<file path="config.mk">
export PLATFORM = sky130hd
export DESIGN_NAME = execute
export DESIGN_NICKNAME = d
export VERILOG_FILES = /design/src/hdl/procPkg.sv /design/src/hdl/execute.sv
export SDC_FILE = /design/constraint.sdc
export NUM_CORES = 1
export LEC_CHECK = 0
export BUFFER_PORTS_ARGS = -buffer_cell sky130_fd_sc_hd__buf_2
export CORE_MARGIN = 4
export CORE_UTILIZATION = 30
export DETAILED_ROUTE_END_ITERATION = 8
export PLACE_DENSITY = 0.61
export SETUP_SLACK_MARGIN = 0.02
export SLEW_MARGIN = 10
export SYNTH_ARGS = -nofsm -noshare
export SYNTH_HDL_FRONTEND = slang
export SYNTH_SLANG_ARGS = --single-unit
</file>
<file path="constraint.sdc">
create_clock -name clk -period 3.79 [get_ports clk]
set_clock_uncertainty 0.15 [all_clocks]
set_input_delay 0.379 -clock clk [delete_from_list [all_inputs] [get_ports clk]]
set_output_delay 0.379 -clock clk [all_outputs]
set_load 0.005 [all_outputs]
</file>
<file path="src/hdl/procPkg.sv">
/*
 * Shared types, opcodes and instruction field positions for the
 * five-stage 16-bit pipelined processor
 */
package procPkg;

   localparam int WORD_W     = 16;
   localparam int REG_COUNT  = 8;
   localparam int IMEM_DEPTH = 256;
   localparam int DMEM_DEPTH = 256;

   typedef logic [WORD_W-1:0] word_t;
   typedef logic [2:0]        regAddr_t;
   typedef logic [7:0]        dAddr_t;
   typedef logic [7:0]        iAddr_t;

   // Instruction fields
   localparam int OPC_MSB  = 15;
   localparam int OPC_LSB  = 11;
   localparam int RS_MSB   = 10;
   localparam int RS_LSB   = 8;
   localparam int RT_MSB   = 7;
   localparam int RT_LSB   = 5;
   localparam int RD_MSB   = 4;
   localparam int RD_LSB   = 2;
   localparam int IMM5_MSB = 4;
   localparam int BOFF_MSB = 7;
   localparam int JOFF_MSB = 10;

   // All-zero word decodes as NOP, so bubbles and reset values line up
   localparam word_t NOP_INSTR = 16'h0000;

   typedef enum logic [4:0] {
      OP_NOP  = 5'h00,
      OP_HALT = 5'h01,
      OP_ADD  = 5'h02,
      OP_SUB  = 5'h03,
      OP_AND  = 5'h04,
      OP_XOR  = 5'h05,
      OP_ADDI = 5'h06,
      OP_LD   = 5'h07,
      OP_ST   = 5'h08,
      OP_BEQZ = 5'h09,
      OP_BNEZ = 5'h0a,
      OP_J    = 5'h0b
   } opcode_t;

   typedef enum logic [2:0] {
      ALU_PASS_B,
      ALU_ADD,
      ALU_SUB,
      ALU_AND,
      ALU_XOR
   } aluOp_t;

   typedef enum logic [1:0] {
      BR_NONE,
      BR_EQZ,
      BR_NEZ,
      BR_JMP
   } brKind_t;

endpackage

</file>
<file path="src/hdl/execute.sv">
`timescale 1ns/1ps
/*
 * Execute stage: ALU, branch and jump resolution with redirect to fetch,
 * and the execute-to-memory register
 */
module execute (
   input  logic              clk,
   input  logic              rstN,
   input  procPkg::word_t    opA,
   input  procPkg::word_t    opB,
   input  procPkg::word_t    imm,
   input  procPkg::aluOp_t   aluOp,
   input  logic              useImm,
   input  logic              regWrt,
   input  procPkg::regAddr_t dest,
   input  logic              memRead,
   input  logic              memWrt,
   input  procPkg::brKind_t  branchKind,
   input  procPkg::word_t    pcOut,
   input  logic              haltIn,
   output logic              redirect,
   output procPkg::word_t    target,
   output procPkg::word_t    aluOut,
   output procPkg::word_t    storeData,
   output logic              regWrtQ,
   output procPkg::regAddr_t destQ,
   output logic              memReadQ,
   output logic              memWrtQ,
   output logic              haltOut,
   output procPkg::regAddr_t exDest,
   output logic              exRegWrt
);

   procPkg::word_t aluB;
   procPkg::word_t aluRes;

   assign aluB = useImm ? imm : opB;

   always_comb begin
      case (aluOp)
         procPkg::ALU_ADD: aluRes = opA + aluB;
         procPkg::ALU_SUB: aluRes = opA - aluB;
         procPkg::ALU_AND: aluRes = opA & aluB;
         procPkg::ALU_XOR: aluRes = opA ^ aluB;
         default:          aluRes = aluB;
      endcase
   end

   // Condition tests rs against zero; target is relative to the next PC
   always_comb begin
      case (branchKind)
         procPkg::BR_EQZ: redirect = (opA == '0);
         procPkg::BR_NEZ: redirect = (opA != '0);
         procPkg::BR_JMP: redirect = 1'b1;
         default:         redirect = 1'b0;
      endcase
   end

   assign target = pcOut + imm;

   // Destination of the instruction now in execute, for the hazard check
   assign exDest   = dest;
   assign exRegWrt = regWrt;

   // The branch itself moves on; only younger slots are flushed upstream
   always_ff @(posedge clk) begin
      if (!rstN) begin
         regWrtQ  <= 1'b0;
         memReadQ <= 1'b0;
         memWrtQ  <= 1'b0;
         haltOut  <= 1'b0;
      end else begin
         regWrtQ  <= regWrt;
         memReadQ <= memRead;
         memWrtQ  <= memWrt;
         haltOut  <= haltIn;
      end
   end

   always_ff @(posedge clk) begin
      aluOut    <= aluRes;
      storeData <= opB;
      destQ     <= dest;
   end

endmodule

</file>
==> results of run 1 <==
-- power groups by stage --
stage | registers, mW | logic, mW | clock network (mW)
global placement | 0.471 | 0.659 | 0
global route | 0.466 | 0.752 | 0.462
detailed placement | 0.471 | 0.670 | 0
floorplan | 0.477 | 0.430 | 0
finish | 0.462 | 0.675 | 0.425
CTS | 0.463 | 0.675 | 0.442
-- cell type report --
type / instances / area (um2)
tap: 168 / 210
fill: 1227 / 7340
timing repair buffer: 149 / 773
inverter: 28 / 105
sequential: 39 / 781
clock buffer: 6 / 139
multi-input combinational: 367 / 2710
clock inverter: 1 / 5.00
-- worst max-delay path by stage --
stage | start | end | slack (ns) | cells past startpoint
after floorplan | useImm | aluOut[10] | 0.19 | 17
after global placement | useImm | aluOut[15] | 0.27 | 16
after detailed placement | useImm | aluOut[15] | 0.17 | 16
after CTS | useImm | aluOut[15] | 0.45 | 16
after global routing | useImm | aluOut[15] | 0.14 | 16
final | useImm | aluOut[15] | 0.41 | 16
-- cell families (layout without fill, tap and decap cells) --
kind of cell               count (synthesis)  count (layout)  share of synthesized area
and+or+nand+nor                          134             134                      0.185
AOI/OAI and AO/OA                        125             125                      0.220
adders and majority gates                 49              49                      0.169
buffers and inverters                     47             184                     0.0600
DFF                                       39              39                      0.210
xor gates and xnor gates                  37              37                     0.0873
muxes                                     22              22                     0.0684
-- worst max-delay path, stage by stage --
cell and delay [ns]:
buf_2 0.13, buf_4 0.20, mux2i_1 0.26, ha_1 0.25, o21ai_2 0.09, nor3_2 0.20
nand2_1 0.11, o31ai_2 0.27, xnor2_1 0.17, ha_1 0.30, a21oi_1 0.29, o221ai_1 0.16
a21oi_1 0.16, o21ai_0 0.13, and3b_1 0.22, nor3_2 0.15
-- metal layers --
metal | vias to the layer above | global-route usage | part of all wire
met1 | 1738 | 0.208 | 0.45
met4 | 0 | 0.0623 | 0.026
met2 | 152 | 0.271 | 0.45
met3 | 22 | 0.0408 | 0.072
li1 | 1910 | - | -
met5 | - | 0 | 0
-- synthesized netlist by cell type (6+ instances only) --
master / number / area share
mux2_2: 7 / 0.021
a21o_1: 7 / 0.014
xor2_1: 8 / 0.019
a21oi_1: 34 / 0.046
a31oi_1: 8 / 0.013
ha_1: 47 / 0.16
nor2_1: 33 / 0.033
o211ai_1: 7 / 0.014
nor2b_1: 6 / 0.010
o21ai_0: 20 / 0.027
dfxtp_1: 39 / 0.21
clkbuf_1: 8 / 0.0081
xnor2_1: 29 / 0.068
nand2_1: 40 / 0.040
nor4_1: 6 / 0.010
inv_1: 26 / 0.026
and2_1: 6 / 0.010
o22ai_1: 10 / 0.017
nor3_1: 13 / 0.018
mux2i_1: 11 / 0.030
-- per-stage QoR --
stage	worst slack [ns]	util
floorplan	0.186	-
CTS	0.451	0.391
global placement	0.268	0.380
finish	0.411	0.391
detailed placement	0.173	0.380
global route	0.139	0.391
-- registers in the layout, indices dropped and copies added (netlist names) --
register,flops
destQ,3
memReadQ,1
memWrtQ,1
storeData,16
haltOut,1
regWrtQ,1
aluOut,16
-- cell usage in the layout (no fill, tap or decap), types with 13 or more instances in the layout --
cell type and count:
buf_2 138, nand2_1 40, o21ai_0 20, nor2_1 33
nor3_1 13, inv_1 26, dfxtp_1 39, ha_1 47
a21oi_1 34, xnor2_1 29
==> impl_metrics.csv, run 1 <==
group,metric,value,unit
run_status,status,"completed",
critical_path,crit_required,3.86,ns
finish,stdcell_count,758,
yosys,synth_seq_area_share,0.210,
finish,stdcell_area,4720,um2
detailed_routing,remaining_drc_errors,0,
timing,slew-limit-headroom,0.542,
global_routing,antenna_found_initial,0,
timing,slew_viol_final,0,
power_and_ir_drop,ir_drop,0.150,mV
detailed_routing,wl_per_cell,15.7,um
clock_tree,clockBufferDepth,2,
timing,fmax,296,MHz
floorplan,die_h,119,um
floorplan,core,12100,um2
clock_tree,holdBufCountCts,0,
yosys,synthArstFlopShare,0,
clock_tree,cts_resized,0,
timing,rsz0062_at_grt,"false",
placement,place_congestion,0.967,
critical_path,worst-path-max-fanout,9,
job,maxCapViolations,0,
global_routing,grt_overflow,0,
global_routing,grt_pass1_vias,3795,
power_and_ir_drop,p_sw,0.547,mW
finish,drive_gt1_frac,0.312,
timing,setup_tns,0,ns
power_and_ir_drop,power,1.56,mW
power_and_ir_drop,power.density,331,nW/um2
yosys,synth.cell_area,3710,um2
clock_tree,cts_buffers,5,
placement,dpl.hpwl,9860,um
placement,dpl_cell_area,4580,um2
detailed_routing,final_antenna_net_count,0,
yosys,syn-mean-instance-area,8.19,um2
timing,fin_crit,3.38,ns
yosys,synth_edf_count,0,
yosys,ys_warn_count,0,
yosys,syn_inst,453,
global_routing,track_usage,0.165,
clock_tree,post_cts_buffers,0,
power_and_ir_drop,swShare,0.350,
finish,syn_to_final_growth,27.2,%
placement,dp_cells,751,
critical_path,crit_type,"in2reg",
global_routing,grt_first_pass_wirelength,18900,um
clock_tree,clock_tree.root_cell,"clkbuf_16",
yosys,post_synth_num_cell_types,69,
timing,whs,0.0524,ns
floorplan,dieArea,14200,um2
floorplan,boundaryPins,139,
finish,diodes,0,
hold_path,hp-start,"dest[2]",
placement,numPortBuffers,138,
clock_tree,clkSinkCount,39,
power_and_ir_drop,p_leak,2.24,nW
hold_path,min_path_type,"in2reg",
power_and_ir_drop,p_int,1.01,mW
critical_path,cp-end-kind,"flip-flop",
detailed_routing,finalWirelength,11900,um
timing,timing_hold_violations_final,0,
clock_tree,clk_pin_slew,0.06,ns
timing,timing.final.crit_share,0.892,
power_and_ir_drop,combinationalPowerShare,0.432,
yosys,synth-seq-cells,39,
detailed_routing,dr.pass1.iters,4,
detailed_routing,vias,3822,
hold_path,hold-path-cell-count,1,
global_routing,grt_start_max_net_pins,28,
power_and_ir_drop,p_seq_frac,0.296,
detailed_routing,via_per_inst,5.04,
timing,setup-violations-final,0,
yosys,syn-num-nets,581,
floorplan,die_w,119,um
finish,nets,718,
clock_tree,cts_tree,"yes",
critical_path,start_kind,"input pin",
timing,tightest_slew,0.682,ns
floorplan,start_util,0.308,
critical_path,arrival,3.44,ns
yosys,ys.flop_type,"dfxtp_1",
power_and_ir_drop,power_frac_clock,0.272,
detailed_routing,detail_route.iter0.violations,309,
hold_path,min_to,"destQ[2]",
clock_tree,htreeDepth,2,
floorplan,placementRows,40,
(Power assumes the default switching activity.)
==> run 2: changes to the inputs <==
--- a/config.mk
+++ b/config.mk
@@ -8,8 +8,10 @@
 export BUFFER_PORTS_ARGS = -buffer_cell sky130_fd_sc_hd__buf_2
 export CORE_MARGIN = 4
 export CORE_UTILIZATION = 30
+export CTS_CLUSTER_DIAMETER = 40
 export DETAILED_ROUTE_END_ITERATION = 8
 export PLACE_DENSITY = 0.61
+export RECOVER_POWER = 100
 export SETUP_SLACK_MARGIN = 0.02
 export SLEW_MARGIN = 10
 export SYNTH_ARGS = -nofsm -noshare
==> constraint.sdc (replaced) <==
create_clock -name clk -period 3.79 [get_ports clk]
set_clock_uncertainty 0.15 [all_clocks]
set_input_delay 0.379 -clock clk [delete_from_list [all_inputs] [get_ports clk]]
set_output_delay 0.379 -clock clk [all_outputs]
set_load 0.02 [all_outputs]
==> impl_metrics.csv, run 2 (synthesis gave the netlist of run 1 again) <==
group,metric,value,unit
hold_path,hp-start,"dest[2]",
power_and_ir_drop,swShare,0.392,
power_and_ir_drop,power,1.63,mW
critical_path,arrival,3.45,ns
power_and_ir_drop,p_leak,2.02,nW
finish,drive_gt1_frac,0.181,
detailed_routing,wl_per_cell,15.7,um
finish,multi_input_area,2700,um2
finish,nets,718,
power_and_ir_drop,power_frac_clock,0.260,
detailed_routing,final_antenna_net_count,0,
finish,seq_area,781,um2
power_and_ir_drop,p_int,0.993,mW
critical_path,worst-path-max-fanout,9,
run_status,status,"completed",
placement,place_congestion,0.967,
clock_tree,post_cts_buffers,0,
timing,setup_tns,0,ns
placement,dpl_cell_area,4580,um2
global_routing,grt_start_max_net_pins,28,
global_routing,grt_overflow,0,
floorplan,die_h,119,um
detailed_routing,finalWirelength,11900,um
timing,rsz0062_at_grt,"false",
clock_tree,cts_buffers,5,
global_routing,grt_pass1_vias,3795,
floorplan,dieArea,14200,um2
finish,final_cell_mix,"74 x clkbuf_1, 64 x buf_2, 47 x ha_1",
power_and_ir_drop,power.density,353,nW/um2
critical_path,cp-startpoint,"useImm",
clock_tree,cts_tree,"yes",
global_routing,grt_first_pass_wirelength,18900,um
placement,dp_slack,0.173,ns
timing,slew_viol_final,0,
finish,final_util,0.383,
finish,syn_to_final_growth,24.4,%
timing,whs,0.0544,ns
placement,dpl.hpwl,9860,um
clock_tree,clockBufferDepth,2,
timing,fmax,295,MHz
finish,fillers,1269,
critical_path,crit_type,"in2reg",
timing,setup_slack,0.405,ns
finish,biggestRegsByFlops,"aluOut x16, storeData x16, destQ x3",
finish,mostFrequentLayoutCell,"clkbuf_1",
critical_path,worstPathCellList,"buf_2 -> buf_4 -> mux2i_1 -> ha_1 -> o21ai_2 -> nor3_2 -> nand2_1 -> o31ai_2 -> xnor2_1 -> ha_1 -> a21oi_1 -> o221ai_1 -> a21oi_1 -> o21ai_0 -> and3b_1 -> nor3_2",
critical_path,cp-end-kind,"flip-flop",
clock_tree,clock_tree.root_cell,"clkbuf_16",
power_and_ir_drop,ir_drop,0.150,mV
global_routing,track_usage,0.165,
timing,slew-limit-headroom,0.543,
placement,dp_cells,751,
floorplan,start_util,0.308,
critical_path,cpMaxStageDelayCell,"ha_1",
power_and_ir_drop,p_sw,0.639,mW
clock_tree,clkSinkCount,39,
power_and_ir_drop,combinationalPowerShare,0.456,
clock_tree,cts_resized,0,
clock_tree,clk_pin_slew,0.06,ns
critical_path,max_stage_delay,0.30,ns
finish,stdcell_area,4620,um2
timing,setup-violations-final,0,
placement,numPortBuffers,138,
finish,stdcell_count,758,
clock_tree,htreeDepth,2,
floorplan,die_w,119,um
clock_tree,holdBufCountCts,0,
detailed_routing,vias,3845,
timing,fin_crit,3.38,ns
finish,diodes,0,
critical_path,crit_required,3.86,ns
timing,timing_hold_violations_final,0,
detailed_routing,detail_route.iter0.violations,280,
floorplan,placementRows,40,
detailed_routing,remaining_drc_errors,0,
critical_path,start_kind,"input pin",
timing,tightest_slew,0.680,ns
floorplan,core,12100,um2
hold_path,min_path_type,"in2reg",
floorplan,boundaryPins,139,
job,maxCapViolations,0,
detailed_routing,dr.pass1.iters,5,
timing,timing.final.crit_share,0.893,
global_routing,antenna_found_initial,0,
power_and_ir_drop,p_seq_frac,0.284,
detailed_routing,via_per_inst,5.07,
-- run 2: cell types whose count changed in the layout (fill, tap and decap cells not counted), moves of 3 or more --
cell,before,now
and2_1,6,3
clkbuf_1,0,74
and2_0,0,3
buf_2,138,64
-- run 2: routing by layer --
metal / vias up / part of all wire / GRT usage
met1: 1745 / 0.45 / 0.208
li1: 1912 / - / -
met5: - / 0 / 0
met4: 0 / 0.023 / 0.0623
met3: 22 / 0.077 / 0.0408
met2: 166 / 0.45 / 0.271
-- run 2: area by class of cell --
cell class / count / share of cell area
multi-input combinational: 367 / 0.584
sequential: 39 / 0.169
timing repair buffer: 149 / 0.147
tap: 168 / 0.0455
clock buffer: 6 / 0.0301
inverter: 28 / 0.0228
clock inverter: 1 / 0.00108
-- run 2: worst paths after layout --
kind  cells after the start  slack [ns]    endpoint
min                       1        0.05    destQ[2]
max                      16        0.41  aluOut[15]
-- run 2: power groups by stage --
stage | Clock [mW] | Sequential [mW] | Combinational [mW]
4_1_cts | 0.442 | 0.463 | 0.768
3_5_place_dp | 0 | 0.471 | 0.763
6_report | 0.425 | 0.463 | 0.744
3_3_place_gp | 0 | 0.471 | 0.753
2_1_floorplan | 0 | 0.524 | 0.475
5_1_grt | 0.462 | 0.467 | 0.821
-- run 2: worst max-delay path: cells and delay by family --
kind / cells / cell delay (ns)
simple gates: 4 / 0.68
xor+xnor: 1 / 0.17
fa+ha+maj: 2 / 0.55
compound gates: 6 / 1.11
mux: 1 / 0.26
buf+inv: 2 / 0.33
==> run 3: changes to the inputs <==
--- a/config.mk
+++ b/config.mk
@@ -5,12 +5,14 @@
 export SDC_FILE = /design/constraint.sdc
 export NUM_CORES = 1
 export LEC_CHECK = 0
+export ABC_CLOCK_PERIOD_IN_PS = 3200
 export BUFFER_PORTS_ARGS = -buffer_cell sky130_fd_sc_hd__buf_2
 export CORE_MARGIN = 4
 export CORE_UTILIZATION = 30
 export CTS_CLUSTER_DIAMETER = 40
 export DETAILED_ROUTE_END_ITERATION = 8
-export PLACE_DENSITY = 0.61
+export MAX_ROUTING_LAYER = met4
+export PLACE_DENSITY = 0.59
 export RECOVER_POWER = 100
 export SETUP_SLACK_MARGIN = 0.02
 export SLEW_MARGIN = 10
==> constraint.sdc (replaced) <==
create_clock -name clk -period 3.2 [get_ports clk]
set_clock_uncertainty 0.15 [all_clocks]
set_input_delay 0.32 -clock clk [delete_from_list [all_inputs] [get_ports clk]]
set_output_delay 0.32 -clock clk [all_outputs]
set_load 0.02 [all_outputs]
==> impl_metrics.csv, run 3 (synthesis gave the netlist of run 1 again) <==
group,metric,value,unit
power_and_ir_drop,swShare,0.369,
critical_path,crit_required,2.73,ns
detailed_routing,via_per_inst,5.09,
clock_tree,clkSinkCount,39,
clock_tree,clk_pin_slew,0.06,ns
global_routing,grt_first_pass_wirelength,19700,um
power_and_ir_drop,combinationalPowerShare,0.440,
floorplan,start_util,0.308,
timing,setup_tns,0,ns
finish,nets,746,
global_routing,track_usage,0.175,
timing,tightest_slew,0.741,ns
clock_tree,htreeDepth,2,
detailed_routing,detail_route.iter0.violations,173,
finish,fillers,1252,
timing,fmax,327,MHz
detailed_routing,final_antenna_net_count,0,
critical_path,arrival,2.59,ns
power_and_ir_drop,p_seq_frac,0.254,
critical_path,worst-path-max-fanout,3,
detailed_routing,vias,4003,
critical_path,cp-end-kind,"output port",
critical_path,crit_type,"in2out",
finish,mostFrequentLayoutCell,"clkbuf_1",
placement,dp_cells,770,
floorplan,dieArea,14200,um2
timing,timing_hold_violations_final,0,
finish,stdcell_count,787,
placement,dpl.hpwl,10300,um
finish,drive_gt1_frac,0.218,
detailed_routing,wl_per_cell,15.9,um
floorplan,die_h,119,um
finish,final_cell_mix,"75 x clkbuf_1, 62 x buf_2, 46 x ha_1",
global_routing,grt_overflow,0,
placement,numPortBuffers,138,
placement,place_congestion,1.00,
power_and_ir_drop,ir_drop,0.258,mV
power_and_ir_drop,power.density,437,nW/um2
power_and_ir_drop,power_frac_clock,0.306,
global_routing,antenna_found_initial,0,
timing,rsz0062_at_grt,"false",
hold_path,min_path_type,"in2reg",
clock_tree,cts_tree,"yes",
run_status,status,"completed",
finish,diodes,0,
floorplan,placementRows,40,
clock_tree,clockBufferDepth,2,
timing,fin_crit,3.06,ns
global_routing,grt_start_max_net_pins,28,
power_and_ir_drop,p_leak,2.18,nW
timing,timing.final.crit_share,0.956,
global_routing,grt_pass1_vias,4041,
detailed_routing,finalWirelength,12500,um
critical_path,start_kind,"input pin",
job,maxCapViolations,0,
timing,slew_viol_final,0,
finish,biggestRegsByFlops,"aluOut x16, storeData x16, destQ x3",
floorplan,boundaryPins,139,
detailed_routing,dr.pass1.iters,4,
floorplan,die_w,119,um
clock_tree,clock_tree.root_cell,"clkbuf_16",
power_and_ir_drop,p_int,1.36,mW
timing,setup-violations-final,0,
floorplan,core,12100,um2
detailed_routing,remaining_drc_errors,0,
power_and_ir_drop,p_sw,0.797,mW
timing,slew-limit-headroom,0.503,
clock_tree,cts_buffers,5,
finish,syn_to_final_growth,33.3,%
-- run 3: cell count changes in the layout (fill, tap and decap cells not counted), sizes merged --
cell         before  now
bufinv            0    2
clkbuf           80   85
clkinv            1    0
buf              75   90
dlygate4sd3       0    8
-- run 3: layer usage --
metal | GRT usage | wire (um)
met1 | 0.208 | 5490
met2 | 0.298 | 5940
met3 | 0.0366 | 769
met4 | 0.0521 | 337
met5 | - | 0
-- run 3: worst paths after layout --
| path | start | to | slack (ns) | cells after the start |
|---|---|---|---|---|
| min | opB[6] | storeData[6] | 0.03 | 1 |
| max | imm[0] | target[12] | 0.14 | 12 |
-- run 3: power groups by stage --
stage	Clock [mW]	Combinational, mW	Sequential (mW)
after floorplan	0	0.573	0.621
after global placement	0	0.934	0.559
after detailed placement	0	0.953	0.558
after CTS	0.680	0.966	0.548
after global routing	0.701	1.04	0.552
final	0.662	0.951	0.548
-- run 3: what timing repair did --
item | in CTS | in global routing
buffers inserted | 0 | 1
hold buffers | 6 | 2
resized for setup | 0 | 5
hold endpoints to repair | 6 | 2
setup endpoints to repair | 0 | 4
-- run 3: area by class of cell --
type	count	area, um2	area share
well taps	168	210	0.0425
clock inverters	2	60.1	0.0121
inverters	28	105	0.0212
flip-flops and latches	39	781	0.158
clock buffers	6	129	0.0260
repair buffers	177	908	0.184
multi-input cells	367	2760	0.557
-- run 3: metrics by stage --
| stage | total power, mW | area (um2) | utilization | hold WS (ns) | setup WS (ns) |
|---|---|---|---|---|---|
| floorplan | 1.19 | 3750 | - | 0.198 | -0.0699 |
| CTS | 2.19 | 4990 | 0.414 | 0.00135 | 0.107 |
| detailed placement | 1.51 | 4740 | 0.393 | 0.289 | -0.103 |
| finish | 2.16 | 4950 | 0.410 | 0.0307 | 0.142 |
| global placement | 1.49 | 4740 | 0.393 | 0.285 | -0.0161 |
| global route | 2.30 | 4950 | 0.410 | 0.0234 | 0.000467 |
-- run 3: worst max-delay path, cell delays in order --
cell and delay, ns:
buf_2 0.11, ha_1 0.17, inv_1 0.06, fa_1 0.40
nor2b_1 0.14, o21a_2 0.15, o21ai_2 0.07, a211o_1 0.35
a311oi_2 0.34, buf_4 0.17, xor2_1 0.14, clkbuf_2 0.18
