<file path="src/hdl/procPkg.sv">
/*
 * Shared types, opcodes and instruction field positions for the
 * five-stage 16-bit pipelined processor
 */
package procPkg;

   localparam int WORD_W     = 16;
   localparam int REG_COUNT  = 8;
   localparam int IMEM_DEPTH = 256;
   localparam int DMEM_DEPTH = 256;

   typedef logic [WORD_W-1:0] word_t;
   typedef logic [2:0]        regAddr_t;
   typedef logic [7:0]        dAddr_t;
   typedef logic [7:0]        iAddr_t;

   // Instruction fields
   localparam int OPC_MSB  = 15;
   localparam int OPC_LSB  = 11;
   localparam int RS_MSB   = 10;
   localparam int RS_LSB   = 8;
   localparam int RT_MSB   = 7;
   localparam int RT_LSB   = 5;
   localparam int RD_MSB   = 4;
   localparam int RD_LSB   = 2;
   localparam int IMM5_MSB = 4;
   localparam int BOFF_MSB = 7;
   localparam int JOFF_MSB = 10;

   // All-zero word decodes as NOP, so bubbles and reset values line up
   localparam word_t NOP_INSTR = 16'h0000;

   typedef enum logic [4:0] {
      OP_NOP  = 5'h00,
      OP_HALT = 5'h01,
      OP_ADD  = 5'h02,
      OP_SUB  = 5'h03,
      OP_AND  = 5'h04,
      OP_XOR  = 5'h05,
      OP_ADDI = 5'h06,
      OP_LD   = 5'h07,
      OP_ST   = 5'h08,
      OP_BEQZ = 5'h09,
      OP_BNEZ = 5'h0a,
      OP_J    = 5'h0b
   } opcode_t;

   typedef enum logic [2:0] {
      ALU_PASS_B,
      ALU_ADD,
      ALU_SUB,
      ALU_AND,
      ALU_XOR
   } aluOp_t;

   typedef enum logic [1:0] {
      BR_NONE,
      BR_EQZ,
      BR_NEZ,
      BR_JMP
   } brKind_t;

endpackage

</file>
<file path="src/hdl/regFile.sv">
`timescale 1ns/1ps
/*
 * Eight 16-bit registers, two read ports and one write port with
 * write-through to a same-cycle read
 */
module regFile (
   input  logic              clk,
   input  logic              rstN,
   input  procPkg::regAddr_t rdAddrA,
   input  procPkg::regAddr_t rdAddrB,
   output procPkg::word_t    rdDataA,
   output procPkg::word_t    rdDataB,
   input  logic              wrEn,
   input  procPkg::regAddr_t wrAddr,
   input  procPkg::word_t    wrData
);

   procPkg::word_t regs [procPkg::REG_COUNT];

   always_ff @(posedge clk) begin
      if (!rstN) begin
         for (int i = 0; i < procPkg::REG_COUNT; i++) begin
            regs[i] <= '0;
         end
      end else if (wrEn) begin
         regs[wrAddr] <= wrData;
      end
   end

   // Write-through covers the write-back stage for hazard purposes
   assign rdDataA = (wrEn && wrAddr == rdAddrA) ? wrData : regs[rdAddrA];
   assign rdDataB = (wrEn && wrAddr == rdAddrB) ? wrData : regs[rdAddrB];

endmodule

</file>
<file path="src/hdl/decode.sv">
`timescale 1ns/1ps
/*
 * Decode stage: opcode decode, immediate extension, RAW hazard stall,
 * illegal-opcode error and the decode-to-execute register
 */
module decode (
   input  logic              clk,
   input  logic              rstN,
   input  procPkg::word_t    instr,
   input  procPkg::word_t    pcNext,
   input  logic              flush,
   input  logic              wbEn,
   input  procPkg::regAddr_t wbReg,
   input  procPkg::word_t    wbData,
   input  procPkg::regAddr_t exDest,
   input  logic              exRegWrt,
   input  procPkg::regAddr_t memDest,
   input  logic              memRegWrt,
   output logic              stall,
   output logic              halt,
   output logic              err,
   output procPkg::word_t    opA,
   output procPkg::word_t    opB,
   output procPkg::word_t    imm,
   output procPkg::aluOp_t   aluOp,
   output logic              useImm,
   output logic              regWrt,
   output procPkg::regAddr_t dest,
   output logic              memRead,
   output logic              memWrt,
   output procPkg::brKind_t  branchKind,
   output procPkg::word_t    pcOut,
   output logic              haltOut
);

   procPkg::opcode_t  opc;
   procPkg::regAddr_t rs;
   procPkg::regAddr_t rt;
   procPkg::word_t    rdDataA;
   procPkg::word_t    rdDataB;
   procPkg::word_t    immC;
   procPkg::aluOp_t   aluOpC;
   procPkg::regAddr_t destC;
   procPkg::brKind_t  brC;
   logic              useImmC;
   logic              regWrtC;
   logic              memReadC;
   logic              memWrtC;
   logic              haltC;
   logic              illegal;
   logic              useRs;
   logic              useRt;
   logic              bubble;

   assign opc = procPkg::opcode_t'(instr[procPkg::OPC_MSB:procPkg::OPC_LSB]);
   assign rs  = instr[procPkg::RS_MSB:procPkg::RS_LSB];
   assign rt  = instr[procPkg::RT_MSB:procPkg::RT_LSB];

   regFile u_regFile (
      .clk     (clk),
      .rstN    (rstN),
      .rdAddrA (rs),
      .rdAddrB (rt),
      .rdDataA (rdDataA),
      .rdDataB (rdDataB),
      .wrEn    (wbEn),
      .wrAddr  (wbReg),
      .wrData  (wbData)
   );

   always_comb begin
      aluOpC   = procPkg::ALU_PASS_B;
      useImmC  = 1'b0;
      regWrtC  = 1'b0;
      destC    = instr[procPkg::RD_MSB:procPkg::RD_LSB];
      memReadC = 1'b0;
      memWrtC  = 1'b0;
      brC      = procPkg::BR_NONE;
      haltC    = 1'b0;
      illegal  = 1'b0;
      useRs    = 1'b0;
      useRt    = 1'b0;
      immC     = {{(procPkg::WORD_W-procPkg::IMM5_MSB-1){instr[procPkg::IMM5_MSB]}},
                  instr[procPkg::IMM5_MSB:0]};
      case (opc)
         procPkg::OP_ADD, procPkg::OP_SUB, procPkg::OP_AND, procPkg::OP_XOR: begin
            regWrtC = 1'b1;
            useRs   = 1'b1;
            useRt   = 1'b1;
            case (opc)
               procPkg::OP_ADD: aluOpC = procPkg::ALU_ADD;
               procPkg::OP_SUB: aluOpC = procPkg::ALU_SUB;
               procPkg::OP_AND: aluOpC = procPkg::ALU_AND;
               default:         aluOpC = procPkg::ALU_XOR;
            endcase
         end
         procPkg::OP_ADDI, procPkg::OP_LD: begin
            aluOpC   = procPkg::ALU_ADD;
            useImmC  = 1'b1;
            regWrtC  = 1'b1;
            destC    = rt;
            useRs    = 1'b1;
            memReadC = (opc == procPkg::OP_LD);
         end
         procPkg::OP_ST: begin
            aluOpC  = procPkg::ALU_ADD;
            useImmC = 1'b1;
            memWrtC = 1'b1;
            useRs   = 1'b1;
            useRt   = 1'b1;
         end
         procPkg::OP_BEQZ, procPkg::OP_BNEZ: begin
            brC   = (opc == procPkg::OP_BEQZ) ? procPkg::BR_EQZ : procPkg::BR_NEZ;
            useRs = 1'b1;
            immC  = {{(procPkg::WORD_W-procPkg::BOFF_MSB-1){instr[procPkg::BOFF_MSB]}},
                     instr[procPkg::BOFF_MSB:0]};
         end
         procPkg::OP_J: begin
            brC  = procPkg::BR_JMP;
            immC = {{(procPkg::WORD_W-procPkg::JOFF_MSB-1){instr[procPkg::JOFF_MSB]}},
                    instr[procPkg::JOFF_MSB:0]};
         end
         procPkg::OP_HALT: haltC = 1'b1;
         procPkg::OP_NOP:  ;
         // Unknown codes fall through as NOP but raise err
         default: illegal = 1'b1;
      endcase
   end

   // Sources in flight in execute or memory; write-back is seen through the register file
   assign stall = (useRs && ((exRegWrt && exDest == rs) || (memRegWrt && memDest == rs))) ||
                  (useRt && ((exRegWrt && exDest == rt) || (memRegWrt && memDest == rt)));
   assign halt   = haltC && !flush;
   assign bubble = stall || flush;

   always_ff @(posedge clk) begin
      if (!rstN) begin
         regWrt     <= 1'b0;
         memRead    <= 1'b0;
         memWrt     <= 1'b0;
         branchKind <= procPkg::BR_NONE;
         haltOut    <= 1'b0;
         err        <= 1'b0;
      end else begin
         regWrt     <= regWrtC && !bubble;
         memRead    <= memReadC && !bubble;
         memWrt     <= memWrtC && !bubble;
         branchKind <= bubble ? procPkg::BR_NONE : brC;
         haltOut    <= haltC && !bubble;
         if (illegal && !flush) begin
            err <= 1'b1;
         end
      end
   end

   always_ff @(posedge clk) begin
      opA    <= rdDataA;
      opB    <= rdDataB;
      imm    <= immC;
      aluOp  <= aluOpC;
      useImm <= useImmC;
      dest   <= destC;
      pcOut  <= pcNext;
   end

endmodule

</file>
<file path="config.mk">
export PLATFORM = sky130hd
export DESIGN_NAME = decode
export DESIGN_NICKNAME = d
export VERILOG_FILES = /design/src/hdl/procPkg.sv /design/src/hdl/regFile.sv /design/src/hdl/decode.sv
export SDC_FILE = /design/constraint.sdc
export NUM_CORES = 1
export LEC_CHECK = 0
export ABC_AREA = 1
export BUFFER_PORTS_ARGS = -buffer_cell sky130_fd_sc_hd__buf_2
export CAP_MARGIN = 20
export CORE_MARGIN = 2
export CORE_UTILIZATION = 58
export DETAILED_ROUTE_END_ITERATION = 10
export PLACE_DENSITY = 0.89
export SLEW_MARGIN = 20
export SYNTH_ARGS = -nofsm -noshare
export SYNTH_HDL_FRONTEND = slang
export SYNTH_SLANG_ARGS = --single-unit
</file>
<file path="constraint.sdc">
create_clock -name clk -period 2.9 [get_ports clk]
set_clock_uncertainty 0.05 [all_clocks]
set_input_delay 0.435 -clock clk [delete_from_list [all_inputs] [get_ports clk]]
set_output_delay 0.435 -clock clk [all_outputs]
set_load 0.05 [all_outputs]
</file>
==> flow_summary.toml, run 1 <==
[outcome]
status = "finished clean"

[clocking]
cts-root-buf = "clkbuf_16"
clk_pin_slew_ps = 60
insertion_delay_ps = 500
cts_tree = "yes"
clock_path_buffers = 3
h-tree-depth = 1
cts.sinks = 201
post_cts_buffers = 0
cts_buffers = 22

[worst_setup_path]
worst_setup_path_start_kind = "input pin"
cpMaxStageDelayCell = "buf_2"
crit_chain = "buf_2 -> inv_1 -> nand3_2 -> nor2_1 -> nor2_1 -> nand3_1 -> nand2_2 -> nand2_1 -> buf_2"
slowest_delay_ps = 260
critPathMaxFanout = 7
end_kind = "primary output"
rrSetupSlack_ps = 1640
crit_family = "simple AND/OR/NAND/NOR gates"
path_buf_inv = 3
timing.rr.start = "u_regFile.regs[6][15]"
arrival_ps = 1690
critPathLaunch = "instr[15]"
path_class = "input pin to primary output"
required_ps = 2410

[timing]
finalHoldViolCount = 0
rsz0062_at_grt = "no"
worst_pin_slew_ps = 797
slew-limit-headroom = 0.467
slew_violations = 0
fmax_mhz = 461
fin_crit_ps = 2170
fin_ws_ps = 729
period_share = 0.749
setup_violations = 0
setup_tns_ps = 0

[grt]
overflow = 0
grt_usage = 0.290
first_global_vias = 7427
antenna_found_initial = 0
grt_pass1_wl_mm = 38.2
grt_max_degree = 109

[drt]
wl_mm = 25.3
antenna_left = 0
dr.first_iter.drc_count = 1595
drcViolationCount = 0
viasPerCell = 5.91
wl_per_cell_um = 18.0
drt-pass1-iter-count = 6
vias = 8295

[synth]
seq_area_frac_synth = 0.567
synth_top_area_cell = "edfxtp_1"
syn_avg_cell_area_um2 = 9.03
yosysUniqueCellTypes = 31
ys_seq_elements = 201
ys_top_cells_by_count = "159 x nor2_1, 128 x edfxtp_1, 128 x nand2_1"
synth_fp_nets = 1099
synthFlopType = "edfxtp_1"
yosysMostFrequentCell = "nor2_1"
yosys.area.top_type_share = 0.411
yosysWarningCount = 0
ys_async_sr_fraction = 0
synth_edf_count = 128
ys_top_cells_by_area = "edfxtp_1 41%, dfxtp_1 16%, nor2_1 6.4%"
syn_area_um2 = 9360
synthCells = 1036

[power_and_ir_drop]
max-vdd-ir-drop_v = 0.000679
finalPower_mw = 7.29
p_leak_nw = 4.75
p_per_area_nw_per_um2 = 659

[cells_and_area]
fin_nets = 1234
finish.utilization = 0.699
area_growth_pct = 18.3
n_fill_cell = 1116
diodes = 0
drive_gt1_frac = 0.198

[floorplanning]
dieArea_um2 = 17200
die_w_um = 131
core_area_um2 = 15800
ios = 143
fp.dieH_um = 131
rows = 46
initial_core_util = 0.591

[place]
hpwlAfterDp_mm = 16.4
gp_congestion = 0.885
pre_cts_ws_ps = 619
portBuffers = 142

[worst_hold_path]
hp-start = "instr[4]"
hold_class = "input pin to flop"

[flow_run]
cap_violations = 0
stage by stage:
step | hold WS, ps | area [µm²] | instances
floorplan | 413 | 9360 | 1036
global placement | 487 | 10100 | 1343
detailed placement | 451 | 10100 | 1343
CTS | 15.7 | 11100 | 1403
global route | 24.3 | 11100 | 1403
finish | 28.4 | 11100 | 1403
kinds of logic (layout without fill, tap and decap cells):
logic type / count (synthesis) / in the layout / synth area share
flip-flops: 201 / 201 / 0.567
buffers and inverters: 180 / 331 / 0.0876
AND/OR/NAND/NOR: 407 / 407 / 0.185
XOR/XNOR: 6 / 6 / 0.00562
AO/OA/AOI/OAI: 242 / 242 / 0.155
cell usage in the layout (no fill, tap or decap), drive strengths merged, types with 23 or more instances in the layout:
master,instances
buf,164
nor2,163
nand2,130
edfxtp,128
nand3,111
o21ai,104
inv,93
dfxtp,73
a21oi,68
o211ai,64
clkbuf,29
clkinv,23
timing repair:
item / 4_1_cts / 5_1_grt
hold buffers: 20 / 0
gates resized for setup: 0 / 0
endpoints found under the hold margin: 20 / 0
power breakdown:
group	total, mW	switching [mW]	internal, mW
clock	2.80	1.12	1.67
combinational	1.18	0.873	0.304
sequential	3.32	0.0722	3.25
state kept, by name, summed over array words and instances (netlist names):
register and flops:
useImm 1, branchKind 2, u_regFile.regs 128, regWrt 1
pcOut 16, opB 16, imm 11, aluOp 3
memRead 1, dest 3, memWrt 1, err 1
opA 16, haltOut 1
area by class of cell:
class,count,area (µm²),share of cell area
flip-flops and latches,201,5310,0.479
multi-input cells,655,3230,0.292
repair buffers,184,1120,0.101
clock buffers,29,649,0.0587
inverters,107,402,0.0363
well taps,216,270,0.0244
clock inverters,11,91.3,0.00825
per-layer routing:
metal  routed length, µm  GRT usage  share of wire  vias to the layer above
met5                   0          0              0                        -
met4                 697      0.103          0.028                        0
met3                3220     0.0660           0.13                       69
met2               12100      0.462           0.48                      624
met1                9260      0.395           0.37                     3803
li1                    -          -              -                     3799
worst reg2reg max path, stage by stage (launching register included):
cell and delay (ps):
edfxtp_1 420, o211ai_1 290, nand3_1 140, nand3_1 110, o21ai_1 120
path summary, 6_finish.rpt:
kind,cells past startpoint,to
hold / removal,1,imm[4]
setup / recovery,9,stall
setup reg to reg,4,opA[15]
hold reg to reg,2,err
(Power assumes the default switching activity.)
==> inputs of run 2 (changes only) <==
--- a/config.mk
+++ b/config.mk
@@ -9,9 +9,9 @@
 export BUFFER_PORTS_ARGS = -buffer_cell sky130_fd_sc_hd__buf_2
 export CAP_MARGIN = 20
 export CORE_MARGIN = 2
-export CORE_UTILIZATION = 58
+export CORE_UTILIZATION = 57
 export DETAILED_ROUTE_END_ITERATION = 10
-export PLACE_DENSITY = 0.89
+export PLACE_DENSITY = 0.88
 export SLEW_MARGIN = 20
 export SYNTH_ARGS = -nofsm -noshare
 export SYNTH_HDL_FRONTEND = slang
==> constraint.sdc (replaced) <==
create_clock -name clk -period 2.26 [get_ports clk]
set_clock_uncertainty 0.05 [all_clocks]
set_input_delay 0.339 -clock clk [delete_from_list [all_inputs] [get_ports clk]]
set_output_delay 0.339 -clock clk [all_outputs]
set_load 0.05 [all_outputs]
==> flow_summary.toml, run 2 (synthesis gave the netlist of run 1 again) <==
[power_and_ir_drop]
combinationalPowerShare = 0.161
power_switching_mw = 2.70
p_leak_nw = 4.85
seqPwrFrac = 0.446
clkPwrFrac = 0.393
p_per_area_nw_per_um2 = 852
max-vdd-ir-drop_v = 0.000953
p_int_mw = 6.87
p_sw_frac = 0.283

[floorplanning]
rows = 46
fp.dieH_um = 132
core_area_um2 = 15900
die_w_um = 132
initial_core_util = 0.587
ios = 143
dieArea_um2 = 17500

[flow_run]
cap_violations = 0

[worst_setup_path]
cpMaxStageDelayCell = "buf_2"
path_class = "input pin to primary output"
end_kind = "primary output"
arrival_ps = 1610
required_ps = 1870
critPathMaxFanout = 7
crit_chain = "buf_2 -> inv_1 -> nand3_2 -> nor2_1 -> nor2_1 -> nand3_1 -> nand2_2 -> nand2_1 -> buf_2"
worst_setup_path_start_kind = "input pin"
path_buf_inv = 3
crit_family = "simple AND/OR/NAND/NOR gates"
slowest_delay_ps = 250

[cells_and_area]
final_cell_mix = "159 x nor2_1, 140 x buf_2, 128 x nand2_1, 128 x edfxtp_1, 104 x nand3_1"
final_common_cell = "nor2_1"
drive_gt1_frac = 0.208
largest_reg_flops = 128
top_register = "u_regFile.regs"
finish.utilization = 0.705
diodes = 0
fin_nets = 1248
area_growth_pct = 20.1
fin_cells = 1417
n_fill_cell = 1142

[grt]
grt_pass1_wl_mm = 42.1
overflow = 0
grt_max_degree = 129
grt_usage = 0.304
antenna_found_initial = 0
first_global_vias = 8125

[drt]
wl_mm = 27.0
drcViolationCount = 0
viasPerCell = 6.01
drt-pass1-iter-count = 6
dr.first_iter.drc_count = 1200
vias = 8522
wl_per_cell_um = 19.0
antenna_left = 0

[place]
pre_cts_ws_ps = 311
hpwlAfterDp_mm = 16.4
dp_cells = 1356
portBuffers = 142
gp_congestion = 0.917

[clocking]
post_cts_buffers = 0
cts_resized = 0
clock_path_buffers = 3
h-tree-depth = 1
insertion_delay_ps = 520
cts-hold-fix-buffers = 21
clk_pin_slew_ps = 60
cts-root-buf = "clkbuf_16"
cts_buffers = 22
cts.sinks = 201
cts_tree = "yes"

[timing]
worst_pin_slew_ps = 696
fmax_mhz = 501
setup_violations = 0
finalHoldViolCount = 0
slew_violations = 0
whs_ps = 109
slew-limit-headroom = 0.536
period_share = 0.884
fin_crit_ps = 2000
rsz0062_at_grt = "no"
setup_tns_ps = 0
fin_ws_ps = 262

[worst_hold_path]
hold_class = "input pin to flop"

[outcome]
status = "finished clean"
-- run 2: cell count changes in the layout (fill, tap and decap cells not counted), sizes merged --
cell,previous run,this run
buf,164,177
clkbuf,29,33
clkinv,23,21
clkinvlp,1,0
dlygate4sd3,20,21
inv,93,92
-- run 2: metrics by stage --
step           total power, mW  cell area, µm²
2_1_floorplan             5.39            9360
3_3_place_gp              5.77           10200
3_5_place_dp              5.82           10200
4_1_cts                   9.56           11200
5_1_grt                   9.84           11200
6_report                  9.57           11200
-- run 2: layer usage --
metal / up-vias / global-route usage / wire [µm]
li1: 3820 / - / -
met5: - / 0 / 0
met1: 3907 / 0.379 / 9570
met4: 0 / 0.143 / 1130
met3: 117 / 0.0565 / 3410
met2: 678 / 0.514 / 12800
-- run 2: final cells by class --
class,instances,area (µm²),share of cell area
flip-flops and latches,201,5310,0.472
multi-input cells,655,3230,0.288
repair buffers,198,1250,0.111
clock buffers,33,707,0.0629
inverters,107,402,0.0357
well taps,216,270,0.0240
clock inverters,7,72.6,0.00646
-- run 2: path summary, 6_finish.rpt --
path | depth (start not counted) | start | slack [ps] | end
hold / removal | 3 | instr[13] | 110 | memRead
hold reg to reg | 2 | err | 440 | err
setup / recovery | 9 | instr[15] | 260 | stall
setup reg to reg | 6 | u_regFile.regs[1][15] | 1070 | opA[15]
-- run 2: power by group through the flow --
stage,combinational (mW),sequential [mW],clock (mW)
floorplan,0.657,4.73,0
CTS,1.52,4.27,3.77
finish,1.54,4.27,3.76
global route,1.64,4.29,3.91
global placement,1.44,4.33,0
detailed placement,1.48,4.34,0
-- run 2: worst register-to-register path, cell delays in order, from the launching register on --
cell	delay, ps
edfxtp_1	330
inv_1	60
a21oi_1	120
o21ai_0	100
nand3_1	90
nand3_1	90
o21ai_1	240
==> inputs of run 3 (changes only) <==
--- a/config.mk
+++ b/config.mk
@@ -9,9 +9,9 @@
 export BUFFER_PORTS_ARGS = -buffer_cell sky130_fd_sc_hd__buf_2
 export CAP_MARGIN = 20
 export CORE_MARGIN = 2
-export CORE_UTILIZATION = 57
+export CORE_UTILIZATION = 40
 export DETAILED_ROUTE_END_ITERATION = 10
-export PLACE_DENSITY = 0.88
+export PLACE_DENSITY = 0.68
 export SLEW_MARGIN = 20
 export SYNTH_ARGS = -nofsm -noshare
 export SYNTH_HDL_FRONTEND = slang
==> flow_summary.toml, run 3 (synthesis gave the netlist of run 1 again) <==
[outcome]
status = "finished clean"

[timing]
worst_pin_slew_ps = 713
slew_violations = 0
fin_crit_ps = 1880
rsz0062_at_grt = "no"
setup_tns_ps = 0
fmax_mhz = 531
whs_ps = 92.2
setup_violations = 0
period_share = 0.833
slew-limit-headroom = 0.525
finalHoldViolCount = 0

[cells_and_area]
top_register = "u_regFile.regs"
area_growth_pct = 20.8
n_fill_cell = 2128
final_common_cell = "nor2_1"
drive_gt1_frac = 0.206
final_cell_mix = "159 x nor2_1, 140 x buf_2, 128 x nand2_1, 128 x edfxtp_1, 104 x nand3_1"
fin_nets = 1248
diodes = 0
ff_latch_area_um2 = 5310
multi_input_area_um2 = 3230
largest_reg_flops = 128

[worst_setup_path]
r2r_end = "opA[12]"
path_buf_inv = 3
timing.rr.start = "u_regFile.regs[7][12]"
critPathMaxFanout = 4
cp_common_cell = "nand2_1"
cpMaxStageDelayCell = "buf_2"
worst_setup_path_start_kind = "input pin"
crit_chain = "buf_2 -> inv_1 -> nand2_1 -> nor2_1 -> nand2_1 -> nand4_1 -> nand2_1 -> nand2_1 -> buf_2"
arrival_ps = 1490
rrSetupSlack_ps = 1130
crit_family = "simple AND/OR/NAND/NOR gates"
path_class = "input pin to primary output"
slowest_delay_ps = 260
reg2reg_depth = 6
required_ps = 1870
end_kind = "primary output"

[clocking]
insertion_delay_ps = 500
cts.sinks = 201
clock_path_buffers = 3
h-tree-depth = 1
cts_resized = 0
post_cts_buffers = 0
cts-root-buf = "clkbuf_16"
cts_tree = "yes"
cts_buffers = 22
clk_pin_slew_ps = 60

[power_and_ir_drop]
seqPwrFrac = 0.449
clkPwrFrac = 0.391
p_sw_frac = 0.283
p_per_area_nw_per_um2 = 841
power_switching_mw = 2.69
combinationalPowerShare = 0.159
p_leak_nw = 4.81
p_int_mw = 6.81
max-vdd-ir-drop_v = 0.000583

[floorplanning]
rows = 55
initial_core_util = 0.411
core_area_um2 = 22800
fp.dieH_um = 157
ios = 143
die_w_um = 157
dieArea_um2 = 24600

[drt]
antenna_left = 0
drt-pass1-iter-count = 5
viasPerCell = 5.33
wl_per_cell_um = 17.3
wl_mm = 26.2
dr.first_iter.drc_count = 853
drcViolationCount = 0
vias = 8066

[place]
hpwlAfterDp_mm = 16.8
gp_congestion = 0.846
portBuffers = 142

[grt]
grt_max_degree = 114
first_global_vias = 7728
antenna_found_initial = 0
grt_pass1_wl_mm = 40.3
grt_usage = 0.211
overflow = 0

[worst_hold_path]
hold_class = "input pin to flop"
hold_depth = 3
hp-start = "instr[11]"
whs_endpoint = "branchKind[0]"

[flow_run]
cap_violations = 0
[run 3: metrics by stage]
| step | instances | instance area, µm² | power (mW) | utilization | setup WS, ps |
|---|---|---|---|---|---|
| floorplan | 1036 | 9360 | 5.39 | - | 501 |
| global placement | 1453 | 10300 | 5.80 | 0.454 | 410 |
| detailed placement | 1453 | 10300 | 5.82 | 0.454 | 397 |
| CTS | 1514 | 11300 | 9.56 | 0.496 | 396 |
| global route | 1514 | 11300 | 9.83 | 0.496 | 256 |
| finish | 1514 | 11300 | 9.50 | 0.496 | 378 |
[run 3: power by group through the flow]
stage                     combinational [mW]  clock [mW]  sequential, mW
after floorplan                        0.657           0            4.73
after global placement                  1.46           0            4.34
after detailed placement                1.48           0            4.34
after CTS                               1.51        3.78            4.27
after global routing                    1.63        3.90            4.29
final                                   1.51        3.72            4.27
[run 3: worst min-delay path, stage by stage]
cell and delay (ps):
buf_2 140, nand2_1 70, nor2_1 40
[run 3: what timing repair did]
item / in CTS / in global routing
hold buffers: 21 / 0
endpoints found under the setup margin: 0 / 0
endpoints found under the hold margin: 21 / 0
[run 3: worst max path at each step]
stage	from	end	cells past startpoint
final	instr[14]	stall	9
after global routing	instr[14]	stall	9
after CTS	instr[14]	stall	9
after detailed placement	instr[14]	stall	9
after floorplan	rstN	u_regFile.regs[4][0]	5
after global placement	instr[15]	stall	9
[run 3: layout make-up]
type / count / area share
Sequential cell: 201 / 0.469
Clock buffer: 30 / 0.0569
Clock inverter: 10 / 0.0101
Multi-Input combinational cell: 655 / 0.286
Tap cell: 313 / 0.0347
Inverter: 107 / 0.0355
Timing Repair Buffer: 198 / 0.107
[run 3: routing by layer]
| metal | GRT usage | wire, µm | vias to the layer above |
|---|---|---|---|
| met5 | 0 | 0 | - |
| met4 | 0.0734 | 816 | 0 |
| met3 | 0.0465 | 2630 | 63 |
| met2 | 0.345 | 11900 | 425 |
| met1 | 0.277 | 10900 | 3759 |
| li1 | - | - | 3819 |
